--- config.mk ---
export PLATFORM = sky130hd
export DESIGN_NAME = ooo_core
export DESIGN_NICKNAME = d
export VERILOG_FILES = /design/src/hw/ooo_pkg.sv /design/src/hw/int_alu.sv /design/src/hw/issue_queue.sv /design/src/hw/ooo_core.sv /design/src/hw/phys_regfile.sv /design/src/hw/rename_unit.sv /design/src/hw/reorder_buffer.sv
export SDC_FILE = /design/constraint.sdc
export NUM_CORES = 2
export LEC_CHECK = 0
export ABC_AREA = 1
export BUFFER_PORTS_ARGS = -buffer_cell sky130_fd_sc_hd__buf_2
export CORE_AREA = 2 2 495 497
export DETAILED_ROUTE_END_ITERATION = 6
export DIE_AREA = 0 0 497 499
export PLACE_DENSITY = 0.53
export SLEW_MARGIN = 30
export SYNTH_ARGS = -nofsm -noshare
export SYNTH_HDL_FRONTEND = slang
export SYNTH_SLANG_ARGS = --single-unit
--- constraint.sdc ---
create_clock -name clk -period 9.65 [get_ports clk]
set_input_delay 0.965 -clock clk [delete_from_list [all_inputs] [get_ports clk]]
set_output_delay 0.965 -clock clk [all_outputs]
set_load 0.02 [all_outputs]
--- src/hw/ooo_pkg.sv ---
package ooo_pkg;

    // Datapath
    localparam int DATA_W = 32;

    // Architectural and physical register files
    localparam int ARCH_REGS = 8;
    localparam int AREG_W    = $clog2(ARCH_REGS);
    localparam int PHYS_REGS = 16;
    localparam int PREG_W    = $clog2(PHYS_REGS);

    // Window sizes
    localparam int ROB_DEPTH = 8;
    localparam int ROB_W     = $clog2(ROB_DEPTH);
    localparam int IQ_DEPTH  = 4;

    // Decoded micro-op kinds handled by the integer ALU
    typedef enum logic [1:0] {
        OP_ADD  = 2'd0,
        OP_SUB  = 2'd1,
        OP_ADDI = 2'd2  // Second operand is the immediate
    } alu_op_e;

endpackage

--- src/hw/int_alu.sv ---
module int_alu (
    input  logic                       clk,
    input  logic                       rst,
    input  logic                       issue_valid_i,
    input  ooo_pkg::alu_op_e           issue_op_i,
    input  logic [ooo_pkg::DATA_W-1:0] issue_a_i,
    input  logic [ooo_pkg::DATA_W-1:0] issue_b_i,
    input  logic [ooo_pkg::PREG_W-1:0] issue_preg_i,
    input  logic [ooo_pkg::ROB_W-1:0]  issue_rob_idx_i,
    output logic                       wb_valid_o,
    output logic [ooo_pkg::PREG_W-1:0] wb_preg_o,
    output logic [ooo_pkg::ROB_W-1:0]  wb_rob_idx_o,
    output logic [ooo_pkg::DATA_W-1:0] wb_data_o
);

    always_ff @(posedge clk) begin
        if (rst) begin
            wb_valid_o <= 1'b0;
        end else begin
            wb_valid_o <= issue_valid_i;
        end
    end

    // Result and tags, qualified by wb_valid_o
    always_ff @(posedge clk) begin
        wb_preg_o    <= issue_preg_i;
        wb_rob_idx_o <= issue_rob_idx_i;
        if (issue_op_i == ooo_pkg::OP_SUB) begin
            wb_data_o <= issue_a_i - issue_b_i;
        end else begin
            wb_data_o <= issue_a_i + issue_b_i;  // ADD and ADDI
        end
    end

endmodule

--- src/hw/issue_queue.sv ---
module issue_queue (
    input  logic                       clk,
    input  logic                       rst,
    input  logic                       disp_valid_i,
    input  ooo_pkg::alu_op_e           disp_op_i,
    input  logic [ooo_pkg::PREG_W-1:0] disp_preg_i,
    input  logic [ooo_pkg::PREG_W-1:0] disp_psrc1_i,
    input  logic [ooo_pkg::PREG_W-1:0] disp_psrc2_i,
    input  logic [ooo_pkg::DATA_W-1:0] disp_imm_i,
    input  logic [ooo_pkg::ROB_W-1:0]  disp_rob_idx_i,
    input  logic [ooo_pkg::DATA_W-1:0] rd1_data_i,
    input  logic                       rd1_ready_i,
    input  logic [ooo_pkg::DATA_W-1:0] rd2_data_i,
    input  logic                       rd2_ready_i,
    input  logic                       wb_valid_i,
    input  logic [ooo_pkg::PREG_W-1:0] wb_preg_i,
    input  logic [ooo_pkg::DATA_W-1:0] wb_data_i,
    output logic                       iq_full_o,
    output logic [ooo_pkg::PREG_W-1:0] rd1_addr_o,
    output logic [ooo_pkg::PREG_W-1:0] rd2_addr_o,
    output logic                       issue_valid_o,
    output ooo_pkg::alu_op_e           issue_op_o,
    output logic [ooo_pkg::DATA_W-1:0] issue_a_o,
    output logic [ooo_pkg::DATA_W-1:0] issue_b_o,
    output logic [ooo_pkg::PREG_W-1:0] issue_preg_o,
    output logic [ooo_pkg::ROB_W-1:0]  issue_rob_idx_o
);

    logic [ooo_pkg::IQ_DEPTH-1:0]       slot_valid;
    logic [ooo_pkg::IQ_DEPTH-1:0]       rdy1;
    logic [ooo_pkg::IQ_DEPTH-1:0]       rdy2;
    logic [ooo_pkg::IQ_DEPTH-1:0]       can_issue;
    ooo_pkg::alu_op_e                   op      [ooo_pkg::IQ_DEPTH];
    logic [ooo_pkg::PREG_W-1:0]         dst     [ooo_pkg::IQ_DEPTH];
    logic [ooo_pkg::PREG_W-1:0]         src1    [ooo_pkg::IQ_DEPTH];
    logic [ooo_pkg::PREG_W-1:0]         src2    [ooo_pkg::IQ_DEPTH];
    logic [ooo_pkg::DATA_W-1:0]         val1    [ooo_pkg::IQ_DEPTH];
    logic [ooo_pkg::DATA_W-1:0]         val2    [ooo_pkg::IQ_DEPTH];
    logic [ooo_pkg::DATA_W-1:0]         imm     [ooo_pkg::IQ_DEPTH];
    logic [ooo_pkg::ROB_W-1:0]          rob_idx [ooo_pkg::IQ_DEPTH];
    logic [$clog2(ooo_pkg::IQ_DEPTH)-1:0] age   [ooo_pkg::IQ_DEPTH];  // Younger valid entries
    int                                 free_idx;
    int                                 sel_idx;
    logic                               byp1;
    logic                               byp2;

    assign rd1_addr_o = disp_psrc1_i;
    assign rd2_addr_o = disp_psrc2_i;
    assign byp1       = wb_valid_i && (wb_preg_i == disp_psrc1_i);  // Same-cycle result
    assign byp2       = wb_valid_i && (wb_preg_i == disp_psrc2_i);
    assign iq_full_o  = &slot_valid;

    always_comb begin
        free_idx = 0;
        sel_idx  = 0;
        for (int i = ooo_pkg::IQ_DEPTH - 1; i >= 0; i--) begin
            if (!slot_valid[i]) begin
                free_idx = i;
            end
        end
        for (int i = 0; i < ooo_pkg::IQ_DEPTH; i++) begin
            can_issue[i] = slot_valid[i] && rdy1[i] && (op[i] == ooo_pkg::OP_ADDI || rdy2[i]);
        end
        for (int i = 0; i < ooo_pkg::IQ_DEPTH; i++) begin
            if (can_issue[i] && (!can_issue[sel_idx] || age[i] > age[sel_idx])) begin
                sel_idx = i;  // Oldest ready wins
            end
        end
    end

    assign issue_valid_o   = |can_issue;
    assign issue_op_o      = op[sel_idx];
    assign issue_a_o       = val1[sel_idx];
    assign issue_b_o       = (op[sel_idx] == ooo_pkg::OP_ADDI) ? imm[sel_idx] : val2[sel_idx];
    assign issue_preg_o    = dst[sel_idx];
    assign issue_rob_idx_o = rob_idx[sel_idx];

    always_ff @(posedge clk) begin
        if (rst) begin
            slot_valid <= '0;
        end else begin
            for (int i = 0; i < ooo_pkg::IQ_DEPTH; i++) begin
                if (slot_valid[i] && wb_valid_i && !rdy1[i] && wb_preg_i == src1[i]) begin
                    rdy1[i] <= 1'b1;
                    val1[i] <= wb_data_i;
                end
                if (slot_valid[i] && wb_valid_i && !rdy2[i] && wb_preg_i == src2[i]) begin
                    rdy2[i] <= 1'b1;
                    val2[i] <= wb_data_i;
                end
                // Keep age equal to the count of younger entries
                if (slot_valid[i]) begin
                    if (disp_valid_i && !(issue_valid_o && age[i] > age[sel_idx])) begin
                        age[i] <= age[i] + 1'b1;
                    end else if (!disp_valid_i && issue_valid_o && age[i] > age[sel_idx]) begin
                        age[i] <= age[i] - 1'b1;
                    end
                end
            end
            if (issue_valid_o) begin
                slot_valid[sel_idx] <= 1'b0;
            end
            if (disp_valid_i) begin
                slot_valid[free_idx] <= 1'b1;
                op[free_idx]         <= disp_op_i;
                dst[free_idx]        <= disp_preg_i;
                src1[free_idx]       <= disp_psrc1_i;
                src2[free_idx]       <= disp_psrc2_i;
                imm[free_idx]        <= disp_imm_i;
                rob_idx[free_idx]    <= disp_rob_idx_i;
                age[free_idx]        <= '0;
                rdy1[free_idx]       <= rd1_ready_i || byp1;
                rdy2[free_idx]       <= rd2_ready_i || byp2;
                val1[free_idx]       <= rd1_ready_i ? rd1_data_i : wb_data_i;
                val2[free_idx]       <= rd2_ready_i ? rd2_data_i : wb_data_i;
            end
        end
    end

    // An issued operand is never a result that is only now on the writeback bus
    issue_operands_ready: assert property (@(posedge clk) disable iff (rst)
        issue_valid_o && wb_valid_i && wb_preg_i != '0 |->
            wb_preg_i != src1[sel_idx]
            && (issue_op_o == ooo_pkg::OP_ADDI || wb_preg_i != src2[sel_idx]));

endmodule

--- src/hw/ooo_core.sv ---
module ooo_core (
    input  logic                       clk,
    input  logic                       rst,
    input  logic                       instr_req_i,
    input  ooo_pkg::alu_op_e           op_i,
    input  logic [ooo_pkg::AREG_W-1:0] rd_i,
    input  logic [ooo_pkg::AREG_W-1:0] rs1_i,
    input  logic [ooo_pkg::AREG_W-1:0] rs2_i,
    input  logic [ooo_pkg::DATA_W-1:0] imm_i,
    output logic                       instr_ack_o,
    output logic                       commit_valid_o,
    output logic [ooo_pkg::AREG_W-1:0] commit_rd_o,
    output logic [ooo_pkg::DATA_W-1:0] commit_data_o
);

    // Dispatch
    logic                       disp_valid;
    ooo_pkg::alu_op_e           disp_op;
    logic [ooo_pkg::AREG_W-1:0] disp_rd;
    logic [ooo_pkg::PREG_W-1:0] disp_preg;
    logic [ooo_pkg::PREG_W-1:0] disp_old_preg;
    logic [ooo_pkg::PREG_W-1:0] disp_psrc1;
    logic [ooo_pkg::PREG_W-1:0] disp_psrc2;
    logic [ooo_pkg::DATA_W-1:0] disp_imm;
    logic [ooo_pkg::ROB_W-1:0]  disp_rob_idx;
    logic                       rob_full;
    logic                       iq_full;
    logic [ooo_pkg::PREG_W-1:0] commit_old_preg;

    // Register file reads at dispatch
    logic [ooo_pkg::PREG_W-1:0] rd1_addr;
    logic [ooo_pkg::PREG_W-1:0] rd2_addr;
    logic [ooo_pkg::DATA_W-1:0] rd1_data;
    logic [ooo_pkg::DATA_W-1:0] rd2_data;
    logic                       rd1_ready;
    logic                       rd2_ready;

    // Issue and writeback
    logic                       issue_valid;
    ooo_pkg::alu_op_e           issue_op;
    logic [ooo_pkg::DATA_W-1:0] issue_a;
    logic [ooo_pkg::DATA_W-1:0] issue_b;
    logic [ooo_pkg::PREG_W-1:0] issue_preg;
    logic [ooo_pkg::ROB_W-1:0]  issue_rob_idx;
    logic                       wb_valid;
    logic [ooo_pkg::PREG_W-1:0] wb_preg;
    logic [ooo_pkg::ROB_W-1:0]  wb_rob_idx;
    logic [ooo_pkg::DATA_W-1:0] wb_data;

    rename_unit rename_unit_i (
        .clk               (clk),
        .rst               (rst),
        .instr_req_i       (instr_req_i),
        .op_i              (op_i),
        .rd_i              (rd_i),
        .rs1_i             (rs1_i),
        .rs2_i             (rs2_i),
        .imm_i             (imm_i),
        .rob_full_i        (rob_full),
        .iq_full_i         (iq_full),
        .commit_valid_i    (commit_valid_o),
        .commit_old_preg_i (commit_old_preg),
        .instr_ack_o       (instr_ack_o),
        .disp_valid_o      (disp_valid),
        .disp_op_o         (disp_op),
        .disp_rd_o         (disp_rd),
        .disp_preg_o       (disp_preg),
        .disp_old_preg_o   (disp_old_preg),
        .disp_psrc1_o      (disp_psrc1),
        .disp_psrc2_o      (disp_psrc2),
        .disp_imm_o        (disp_imm)
    );

    reorder_buffer reorder_buffer_i (
        .clk               (clk),
        .rst               (rst),
        .disp_valid_i      (disp_valid),
        .disp_rd_i         (disp_rd),
        .disp_old_preg_i   (disp_old_preg),
        .wb_valid_i        (wb_valid),
        .wb_rob_idx_i      (wb_rob_idx),
        .wb_data_i         (wb_data),
        .rob_full_o        (rob_full),
        .disp_rob_idx_o    (disp_rob_idx),
        .commit_valid_o    (commit_valid_o),
        .commit_rd_o       (commit_rd_o),
        .commit_data_o     (commit_data_o),
        .commit_old_preg_o (commit_old_preg)
    );

    issue_queue issue_queue_i (
        .clk             (clk),
        .rst             (rst),
        .disp_valid_i    (disp_valid),
        .disp_op_i       (disp_op),
        .disp_preg_i     (disp_preg),
        .disp_psrc1_i    (disp_psrc1),
        .disp_psrc2_i    (disp_psrc2),
        .disp_imm_i      (disp_imm),
        .disp_rob_idx_i  (disp_rob_idx),
        .rd1_data_i      (rd1_data),
        .rd1_ready_i     (rd1_ready),
        .rd2_data_i      (rd2_data),
        .rd2_ready_i     (rd2_ready),
        .wb_valid_i      (wb_valid),
        .wb_preg_i       (wb_preg),
        .wb_data_i       (wb_data),
        .iq_full_o       (iq_full),
        .rd1_addr_o      (rd1_addr),
        .rd2_addr_o      (rd2_addr),
        .issue_valid_o   (issue_valid),
        .issue_op_o      (issue_op),
        .issue_a_o       (issue_a),
        .issue_b_o       (issue_b),
        .issue_preg_o    (issue_preg),
        .issue_rob_idx_o (issue_rob_idx)
    );

    phys_regfile phys_regfile_i (
        .clk           (clk),
        .rst           (rst),
        .rd1_addr_i    (rd1_addr),
        .rd2_addr_i    (rd2_addr),
        .alloc_valid_i (disp_valid),
        .alloc_preg_i  (disp_preg),
        .wr_valid_i    (wb_valid),
        .wr_preg_i     (wb_preg),
        .wr_data_i     (wb_data),
        .rd1_data_o    (rd1_data),
        .rd1_ready_o   (rd1_ready),
        .rd2_data_o    (rd2_data),
        .rd2_ready_o   (rd2_ready)
    );

    int_alu int_alu_i (
        .clk             (clk),
        .rst             (rst),
        .issue_valid_i   (issue_valid),
        .issue_op_i      (issue_op),
        .issue_a_i       (issue_a),
        .issue_b_i       (issue_b),
        .issue_preg_i    (issue_preg),
        .issue_rob_idx_i (issue_rob_idx),
        .wb_valid_o      (wb_valid),
        .wb_preg_o       (wb_preg),
        .wb_rob_idx_o    (wb_rob_idx),
        .wb_data_o       (wb_data)
    );

endmodule

--- src/hw/phys_regfile.sv ---
module phys_regfile (
    input  logic                       clk,
    input  logic                       rst,
    input  logic [ooo_pkg::PREG_W-1:0] rd1_addr_i,
    input  logic [ooo_pkg::PREG_W-1:0] rd2_addr_i,
    input  logic                       alloc_valid_i,
    input  logic [ooo_pkg::PREG_W-1:0] alloc_preg_i,
    input  logic                       wr_valid_i,
    input  logic [ooo_pkg::PREG_W-1:0] wr_preg_i,
    input  logic [ooo_pkg::DATA_W-1:0] wr_data_i,
    output logic [ooo_pkg::DATA_W-1:0] rd1_data_o,
    output logic                       rd1_ready_o,
    output logic [ooo_pkg::DATA_W-1:0] rd2_data_o,
    output logic                       rd2_ready_o
);

    logic [ooo_pkg::DATA_W-1:0]    regs [ooo_pkg::PHYS_REGS];
    logic [ooo_pkg::PHYS_REGS-1:0] ready;

    // p0 is hardwired zero
    assign rd1_data_o  = (rd1_addr_i == '0) ? '0 : regs[rd1_addr_i];
    assign rd1_ready_o = (rd1_addr_i == '0) || ready[rd1_addr_i];
    assign rd2_data_o  = (rd2_addr_i == '0) ? '0 : regs[rd2_addr_i];
    assign rd2_ready_o = (rd2_addr_i == '0) || ready[rd2_addr_i];

    always_ff @(posedge clk) begin
        if (rst) begin
            for (int i = 0; i < ooo_pkg::PHYS_REGS; i++) begin
                regs[i]  <= '0;
                ready[i] <= (i < ooo_pkg::ARCH_REGS);  // Initial mappings hold zero
            end
        end else begin
            if (alloc_valid_i && alloc_preg_i != '0) begin
                ready[alloc_preg_i] <= 1'b0;  // Pending producer
            end
            if (wr_valid_i && wr_preg_i != '0) begin
                regs[wr_preg_i]  <= wr_data_i;
                ready[wr_preg_i] <= 1'b1;
            end
        end
    end

endmodule

--- src/hw/rename_unit.sv ---
module rename_unit (
    input  logic                       clk,
    input  logic                       rst,
    input  logic                       instr_req_i,
    input  ooo_pkg::alu_op_e           op_i,
    input  logic [ooo_pkg::AREG_W-1:0] rd_i,
    input  logic [ooo_pkg::AREG_W-1:0] rs1_i,
    input  logic [ooo_pkg::AREG_W-1:0] rs2_i,
    input  logic [ooo_pkg::DATA_W-1:0] imm_i,
    input  logic                       rob_full_i,
    input  logic                       iq_full_i,
    input  logic                       commit_valid_i,
    input  logic [ooo_pkg::PREG_W-1:0] commit_old_preg_i,
    output logic                       instr_ack_o,
    output logic                       disp_valid_o,
    output ooo_pkg::alu_op_e           disp_op_o,
    output logic [ooo_pkg::AREG_W-1:0] disp_rd_o,
    output logic [ooo_pkg::PREG_W-1:0] disp_preg_o,
    output logic [ooo_pkg::PREG_W-1:0] disp_old_preg_o,
    output logic [ooo_pkg::PREG_W-1:0] disp_psrc1_o,
    output logic [ooo_pkg::PREG_W-1:0] disp_psrc2_o,
    output logic [ooo_pkg::DATA_W-1:0] disp_imm_o
);

    logic [ooo_pkg::PREG_W-1:0] rat [ooo_pkg::ARCH_REGS];     // Arch to phys mapping
    logic [ooo_pkg::PREG_W-1:0] fl_mem [ooo_pkg::PHYS_REGS];  // Free list ring
    logic [ooo_pkg::PREG_W-1:0] fl_head;
    logic [ooo_pkg::PREG_W-1:0] fl_tail;
    logic [ooo_pkg::PREG_W:0]   fl_count;
    logic                       fl_push;
    logic                       fl_pop;

    // Accept on the first cycle of a new request with room everywhere
    assign disp_valid_o = instr_req_i && !instr_ack_o && !rob_full_i && !iq_full_i
                          && (fl_count != '0);

    assign fl_pop  = disp_valid_o && (rd_i != '0);
    assign fl_push = commit_valid_i && (commit_old_preg_i != '0);  // x0 never recycled

    assign disp_op_o       = op_i;
    assign disp_rd_o       = rd_i;
    assign disp_imm_o      = imm_i;
    assign disp_psrc1_o    = rat[rs1_i];
    assign disp_psrc2_o    = rat[rs2_i];
    assign disp_preg_o     = (rd_i != '0) ? fl_mem[fl_head] : '0;
    assign disp_old_preg_o = rat[rd_i];  // Entry 0 stays mapped to p0

    always_ff @(posedge clk) begin
        if (rst) begin
            instr_ack_o <= 1'b0;
            for (int i = 0; i < ooo_pkg::ARCH_REGS; i++) begin
                rat[i] <= ooo_pkg::PREG_W'(i);  // Identity map
            end
            for (int i = 0; i < ooo_pkg::PHYS_REGS - ooo_pkg::ARCH_REGS; i++) begin
                fl_mem[i] <= ooo_pkg::PREG_W'(ooo_pkg::ARCH_REGS + i);
            end
            fl_head  <= '0;
            fl_tail  <= ooo_pkg::PREG_W'(ooo_pkg::PHYS_REGS - ooo_pkg::ARCH_REGS);
            fl_count <= (ooo_pkg::PREG_W + 1)'(ooo_pkg::PHYS_REGS - ooo_pkg::ARCH_REGS);
        end else begin
            if (disp_valid_o) begin
                instr_ack_o <= 1'b1;
            end else if (!instr_req_i) begin
                instr_ack_o <= 1'b0;  // Return to zero phase
            end
            if (fl_pop) begin
                rat[rd_i] <= fl_mem[fl_head];
                fl_head   <= fl_head + 1'b1;
            end
            if (fl_push) begin
                fl_mem[fl_tail] <= commit_old_preg_i;
                fl_tail         <= fl_tail + 1'b1;
            end
            case ({fl_push, fl_pop})
                2'b10:   fl_count <= fl_count + 1'b1;
                2'b01:   fl_count <= fl_count - 1'b1;
                default: fl_count <= fl_count;
            endcase
        end
    end

    // A pop from an empty list would wrap the count past this bound,
    // and so would the ROB handing back a register it never took
    free_list_bounded: assert property (@(posedge clk) disable iff (rst)
        fl_count <= (ooo_pkg::PHYS_REGS - ooo_pkg::ARCH_REGS));

endmodule

--- src/hw/reorder_buffer.sv ---
module reorder_buffer (
    input  logic                       clk,
    input  logic                       rst,
    input  logic                       disp_valid_i,
    input  logic [ooo_pkg::AREG_W-1:0] disp_rd_i,
    input  logic [ooo_pkg::PREG_W-1:0] disp_old_preg_i,
    input  logic                       wb_valid_i,
    input  logic [ooo_pkg::ROB_W-1:0]  wb_rob_idx_i,
    input  logic [ooo_pkg::DATA_W-1:0] wb_data_i,
    output logic                       rob_full_o,
    output logic [ooo_pkg::ROB_W-1:0]  disp_rob_idx_o,
    output logic                       commit_valid_o,
    output logic [ooo_pkg::AREG_W-1:0] commit_rd_o,
    output logic [ooo_pkg::DATA_W-1:0] commit_data_o,
    output logic [ooo_pkg::PREG_W-1:0] commit_old_preg_o
);

    logic [ooo_pkg::AREG_W-1:0]    rd_mem   [ooo_pkg::ROB_DEPTH];
    logic [ooo_pkg::PREG_W-1:0]    old_mem  [ooo_pkg::ROB_DEPTH];
    logic [ooo_pkg::DATA_W-1:0]    data_mem [ooo_pkg::ROB_DEPTH];
    logic [ooo_pkg::ROB_DEPTH-1:0] done;
    logic [ooo_pkg::ROB_W-1:0]     head;
    logic [ooo_pkg::ROB_W-1:0]     tail;
    logic [ooo_pkg::ROB_W:0]       count;
    logic                          head_ready;

    assign rob_full_o     = (count == (ooo_pkg::ROB_W + 1)'(ooo_pkg::ROB_DEPTH));
    assign disp_rob_idx_o = tail;
    assign head_ready     = (count != '0) && done[head];

    always_ff @(posedge clk) begin
        if (rst) begin
            head           <= '0;
            tail           <= '0;
            count          <= '0;
            done           <= '0;
            commit_valid_o <= 1'b0;
        end else begin
            commit_valid_o <= head_ready;
            if (disp_valid_i) begin
                rd_mem[tail]  <= disp_rd_i;
                old_mem[tail] <= disp_old_preg_i;
                done[tail]    <= 1'b0;
                tail          <= tail + 1'b1;
            end
            if (wb_valid_i) begin
                data_mem[wb_rob_idx_i] <= wb_data_i;
                done[wb_rob_idx_i]     <= 1'b1;
            end
            if (head_ready) begin
                head <= head + 1'b1;  // Retire in program order
            end
            case ({disp_valid_i, head_ready})
                2'b10:   count <= count + 1'b1;
                2'b01:   count <= count - 1'b1;
                default: count <= count;
            endcase
        end
    end

    // Commit payload, qualified by commit_valid_o
    always_ff @(posedge clk) begin
        commit_rd_o       <= rd_mem[head];
        commit_data_o     <= data_mem[head];
        commit_old_preg_o <= old_mem[head];
    end

    // Rename must hold off dispatch while the window is full
    no_alloc_when_full: assert property (@(posedge clk) disable iff (rst)
        disp_valid_i |-> !rob_full_o);

endmodule
Word level (Yosys, flattened, before mapping) --
Memory sizes are Yosys's and may differ from the RTL's. A register that Yosys moved wholly into a read port is not among the register bits. Index checks and enable logic that the tools add are counted.
Storage, ports and cells: bits in writable memories 1380, output and inout bits 37, word-level logic and storage cells 376, register bits after elaboration 94, memories 15, input bits 46
Cells by class: bitwise logic cells 13, add/sub/neg operators 18, muxes and demuxes 163, magnitude comparators 24, reduce and logical (&&, ||, !) cells 106, eq/ne operators 22
Memory list:
- phys_regfile_i.regs | words 16, bits a word 32, read ports 2, clocked after memory_dff 0, write ports 16, RTL line phys_regfile.sv:17 | logic [ooo_pkg::DATA_W-1:0] regs [ooo_pkg::PHYS_REGS];
- reorder_buffer_i.data_mem | words 8, bits a word 32, read ports 1, clocked after memory_dff 1, write ports 1, RTL line reorder_buffer.sv:20 | logic [ooo_pkg::DATA_W-1:0] data_mem [ooo_pkg::ROB_DEPTH];
- issue_queue_i.imm | words 4, bits a word 32, read ports 1, clocked after memory_dff 0, write ports 1, RTL line issue_queue.sv:39 | logic [ooo_pkg::DATA_W-1:0] imm [ooo_pkg::IQ_DEPTH];
- issue_queue_i.val1 | words 4, bits a word 32, read ports 1, clocked after memory_dff 0, write ports 5, RTL line issue_queue.sv:37 | logic [ooo_pkg::DATA_W-1:0] val1 [ooo_pkg::IQ_DEPTH];
- issue_queue_i.val2 | words 4, bits a word 32, read ports 1, clocked after memory_dff 0, write ports 5, RTL line issue_queue.sv:38 | logic [ooo_pkg::DATA_W-1:0] val2 [ooo_pkg::IQ_DEPTH];
- rename_unit_i.fl_mem | words 16, bits a word 4, read ports 1, clocked after memory_dff 1, write ports 8, RTL line rename_unit.sv:26 | logic [ooo_pkg::PREG_W-1:0] fl_mem [ooo_pkg::PHYS_REGS];
- +9 memories
Operator list (count):
- $mux 32 | 10
- $mux 1 | 112
- $logic_and 1x1->1 | 61
- $mux 16 | 3
- $mux 4 | 12
- $eq 4x4->1 | 10
- $add 32x32->32 | 1
- $ge 32x1->1 const B | 1
- $lt 32x4->1 const B | 1
- $reduce_or 32->1 | 1
- $sub 32x32->32 | 1
- $mux 8 | 3
- $lt 4x5->1 const B | 4
- $logic_not 1->1 | 19
- $and 16x16->16 | 1
- $not 16->16 | 1
- $or 16x16->16 | 1
- $reduce_bool 4->1 | 4
- $eq 2x2->1 const B | 7
- $gt 2x2->1 | 7
- $mux 2 | 7
- $add 4x1->4 const B | 3
- $lt 3x4->1 const B | 3
- $reduce_or 4->1 | 3
- other kinds (37) | 70

Depth between registers and ports, before layout --
An unclocked memory read counts as a cell.
word-level depth 32, gate-level depth with buffers 59

Cells and area by module --
A second synthesis with hierarchy kept.
Unflattened totals: cell total of the unflattened synthesis 8534, area, all modules 75914.1 um^2
Modules (own cells, without submodules):
- phys_regfile | cells an instance 4182, area an instance 30530.5 um^2, instances 1
- issue_queue | cells an instance 1863, area an instance 21117.8 um^2, instances 1
- reorder_buffer | cells an instance 1119, area an instance 14018.4 um^2, instances 1
- rename_unit | cells an instance 688, area an instance 6185.9 um^2, instances 1
- int_alu | cells an instance 682, area an instance 4061.4 um^2, instances 1

Least setup slack after synthesis --
No wires, ideal clock.
kind reg2reg, from memory issue_queue_i.age[0][1] (netlist bit), to register int_alu_i.wb_data_o[28] (netlist bit), setup slack 3012 ps, cell stages (with the launch flop) 42, required time 9527 ps, data arrival time 6515 ps, cell sequence dfxtp_1 > inv_1 > ha_1 > inv_1 > o21bai_1 > nand2_1 > nand2_1 > nand2_4 > nand2_1 > o21a_1 > inv_1 > ha_1 > inv_1 > nor2_1 > o21ai_1 > nand2_4 > nand2_4 > inv_2 > (+6 left out) > inv_2 > buf_2 > clkbuf_1 > buf_1 > a22o_1 > a221oi_1 > ha_1 > fa_1 > nand3b_1 > nand2_1 > a21oi_1 > o21ai_0 > a21boi_0 > o21ai_0 > a31oi_1 > o21ai_0 > a21oi_1 > xor2_1
RTL lines:
- from (decl) | RTL line issue_queue.sv:41 | logic [$clog2(ooo_pkg::IQ_DEPTH)-1:0] age [ooo_pkg::IQ_DEPTH];
- to (signal assigned) | RTL line int_alu.sv:29 | wb_data_o <= issue_a_i - issue_b_i;
- to (signal assigned) | RTL line int_alu.sv:31 | wb_data_o <= issue_a_i + issue_b_i;
- to (decl) | RTL line int_alu.sv:13 | output logic [ooo_pkg::DATA_W-1:0] wb_data_o

==> results.json <==
{
  "outcome": "finished clean",
  "crit_type": "reg2reg",
  "htreeDepth": 4,
  "cts-root-buf": "clkbuf_16",
  "grt_pass1_vias": 55800,
  "setup_violations": 0,
  "die_h_um": 499,
  "met3_usage_pct": 3.34,
  "slowest_delay_ns": 0.47,
  "cts_setup_buffers": 0,
  "synthCells": 7851,
  "antenna_found_initial": 15,
  "cp_slowest_cell": "nand2_4",
  "grt_util_met1_pct": 25.3,
  "fmax_mhz": 119,
  "crit_path_end_kind": "register",
  "slew_viol_final": 0,
  "die_area_sq_um": 248000,
  "hp-class": "in2reg",
  "clock_latency_ns": 0.83,
  "finalWorstSetupSlack_ns": 1.26,
  "cp_top_family": "compound AO/OA/AOI/OAI gates",
  "drive_above_1_share_pct": 7.72,
  "fin_skew_ns": 0.0407,
  "dpl.cell_count": 10800,
  "cp_common_cell": "nand2_1",
  "fin_setup_tns_ns": 0,
  "ys_seq_area_share_pct": 60.3,
  "ctsResizeCount": 0,
  "p_per_area_nw_per_um2": 223,
  "area_growth_pct": 12.7,
  "n_fill_cell": 24600,
  "routed_via_density": 5.24,
  "synth.most_common_cell": "nand2_1",
  "num_rows": 181,
  "vias": 58200,
  "grt_max_degree": 159,
  "rsz0062_at_grt": "no",
  "holdWs_ns": 0.376,
  "synth-seq-cells": 1503,
  "synth_area_per_cell_sq_um": 9.23,
  "cts_sinks": 1503,
  "grt_usage_pct": 19.5,
  "maxCapViolCount": 0,
  "first_pass_iters": 7,
  "start_util_pct": 29.9,
  "fin_util_pct": 33.7,
  "final_cells": 11100,
  "route.detailed.drc": 0,
  "ys_top_cells_by_count": "1902 x nand2_1, 1359 x edfxtp_1, 1237 x nor2_1",
  "routed_wl_um": 249000,
  "slew_headroom_pct": 30.6,
  "yosysWarnings": 0,
  "grt-busiest-layer": "met2",
  "overflow": 0,
  "wl_per_cell_um": 22.4,
  "globalplace.congestion": 0.917,
  "grt_pass1_wl_um": 365000,
  "crit_arrival_ns": 9.08,
  "cts_hold_repair.buffers": 0,
  "synthesis.area_sq_um": 72400,
  "clk_pin_slew_ns": 0.06,
  "worstPathMaxFanout": 33,
  "io_buffers": 82,
  "leakage_nw": 30.8,
  "synthDistinctLibCells": 63,
  "tightest_slew_ns": 1.04,
  "startpoint_type": "register",
  "period_share_pct": 86.9,
  "clock_path_buffers": 3,
  "core-area_sq_um": 243000,
  "required_ns": 10.35,
  "ys.flop_type": "edfxtp_1",
  "ios": 83,
  "drt_iter0_markers": 6117,
  "cts_buffers": 162,
  "synthTopCellsByArea": "edfxtp_1 56%, nand2_1 9.9%, nor2_1 6.4%",
  "hpwlAfterDp_um": 146000,
  "fin_crit_ns": 8.39,
  "crit_buf_inv": 8,
  "preCtsSetupSlack_ns": 1.31,
  "synth_top_cell_by_area": "edfxtp_1",
  "synthArstFlopShare_pct": 0,
  "grt_use_met2_pct": 32.3,
  "ir_drop_mv": 0.229,
  "die_w_um": 497,
  "ant_nets": 0,
  "final_nets": 7865,
  "synth_edf_count": 1359,
  "yosys.area.top_type_share_pct": 56.3,
  "cts_tree": "done",
  "hold_viol_final": 0
}
kinds of logic (layout without fill, tap and decap cells):
logic type / Yosys count / in the layout / synth area share, %
AOI/OAI and AO/OA: 1238 / 1238 / 9.70
buffers and inverters: 967 / 989 / 5.31
xor gates and xnor gates: 74 / 74 / 0.895
muxes: 16 / 16 / 0.221
and+or+nand+nor: 3989 / 3989 / 22.5
DFF: 1503 / 1503 / 60.3
other: 1 / 25 / 0.00518
adders and majority gates: 63 / 63 / 1.12
worst paths after layout:
kind | start | to | slack [ns] | cells after the start
min reg2reg | phys_regfile_i.ready[0]$_SDFF_PP1_ | phys_regfile_i.ready[0]$_SDFF_PP1_ | 0.45 | 1
min | imm_i[23] | issue_queue_i.imm[1][23]$_DFFE_PP_ | 0.38 | 1
max | issue_queue_i.age[0][1]$_SDFFE_PP0P_ | int_alu_i.wb_data_o[30]$_DFF_P_ | 1.26 | 46
max reg2reg | issue_queue_i.age[0][1]$_SDFFE_PP0P_ | int_alu_i.wb_data_o[30]$_DFF_P_ | 1.26 | 46
worst reg2reg max path, delay by kind of cell, from the launching register on:
kind,cells,cell delay (ns)
AND/OR/NAND/NOR,20,2.74
AO/OA/AOI/OAI,12,2.89
XOR/XNOR,1,0.16
adder cells (fa/ha/maj),5,1.50
flip-flops,1,0.40
buffers and inverters,8,0.60
area by class of cell:
| type | count | area, sq um | area share [%] |
|---|---|---|---|
| clock inverter | 72 | 698 | 0.855 |
| inverter | 488 | 1860 | 2.27 |
| timing repair buffer | 206 | 1460 | 1.79 |
| multi-input combinational | 5395 | 25300 | 31.0 |
| sequential | 1503 | 43700 | 53.5 |
| clock buffer | 223 | 4550 | 5.57 |
| antenna | 10 | 25.0 | 0.0307 |
| tap | 3202 | 4010 | 4.91 |
placed cells by master (no fill, tap or decap), types with 24 or more instances in the layout:
cell type	n
nand2_1	1869
edfxtp_1	1359
nor2_1	1223
nand3_1	728
o21ai_0	655
inv_1	416
a21oi_1	183
clkbuf_16	168
dfxtp_1	142
buf_4	117
a31oi_1	104
buf_2	81
clkinv_1	62
ha_1	60
o211ai_1	54
nand2_2	50
o22ai_1	48
a22oi_1	44
xor2_1	41
clkbuf_1	41
o21ai_1	38
nor3_1	34
xnor2_1	33
clkinv_2	25
inv_2	24
metrics by stage:
stage / total power, mW / cell area, sq um
6_report: 18.2 / 81600
5_1_grt: 18.9 / 81600
4_1_cts: 18.2 / 81600
3_5_place_dp: 12.0 / 76300
3_3_place_gp: 12.0 / 76200
2_1_floorplan: 10.5 / 72500
layer usage:
metal  wire (um)  vias up  part of all wire, %
li1            -    26600                    -
met1      102000    28100                   41
met2      116000     2835                   47
met3       20800      635                  8.4
met4        9500       10                  3.8
met5          67        -                0.027
registers in the layout, summed over array words and instances (netlist names), 12 cells and up, named ones only:
signal,count
phys_regfile_i.regs,491
reorder_buffer_i.data_mem,256
issue_queue_i.imm,128
issue_queue_i.val1,128
issue_queue_i.val2,128
rename_unit_i.fl_mem,64
int_alu_i.wb_data_o,32
rename_unit_i.rat,32
reorder_buffer_i.commit_data_o,32
reorder_buffer_i.old_mem,32
reorder_buffer_i.rd_mem,24
issue_queue_i.dst,16
issue_queue_i.src1,16
issue_queue_i.src2,16
phys_regfile_i.ready,16
issue_queue_i.rob_idx,12
power by group:
group          leakage (nW)  switching, mW  total, mW  internal (mW)
Sequential             14.1          0.413       8.16           7.75
Clock                  2.56           2.66       6.23           3.57
Combinational          14.1           2.87       3.80          0.929
No activity file was read; power rests on OpenSTA's default activity.
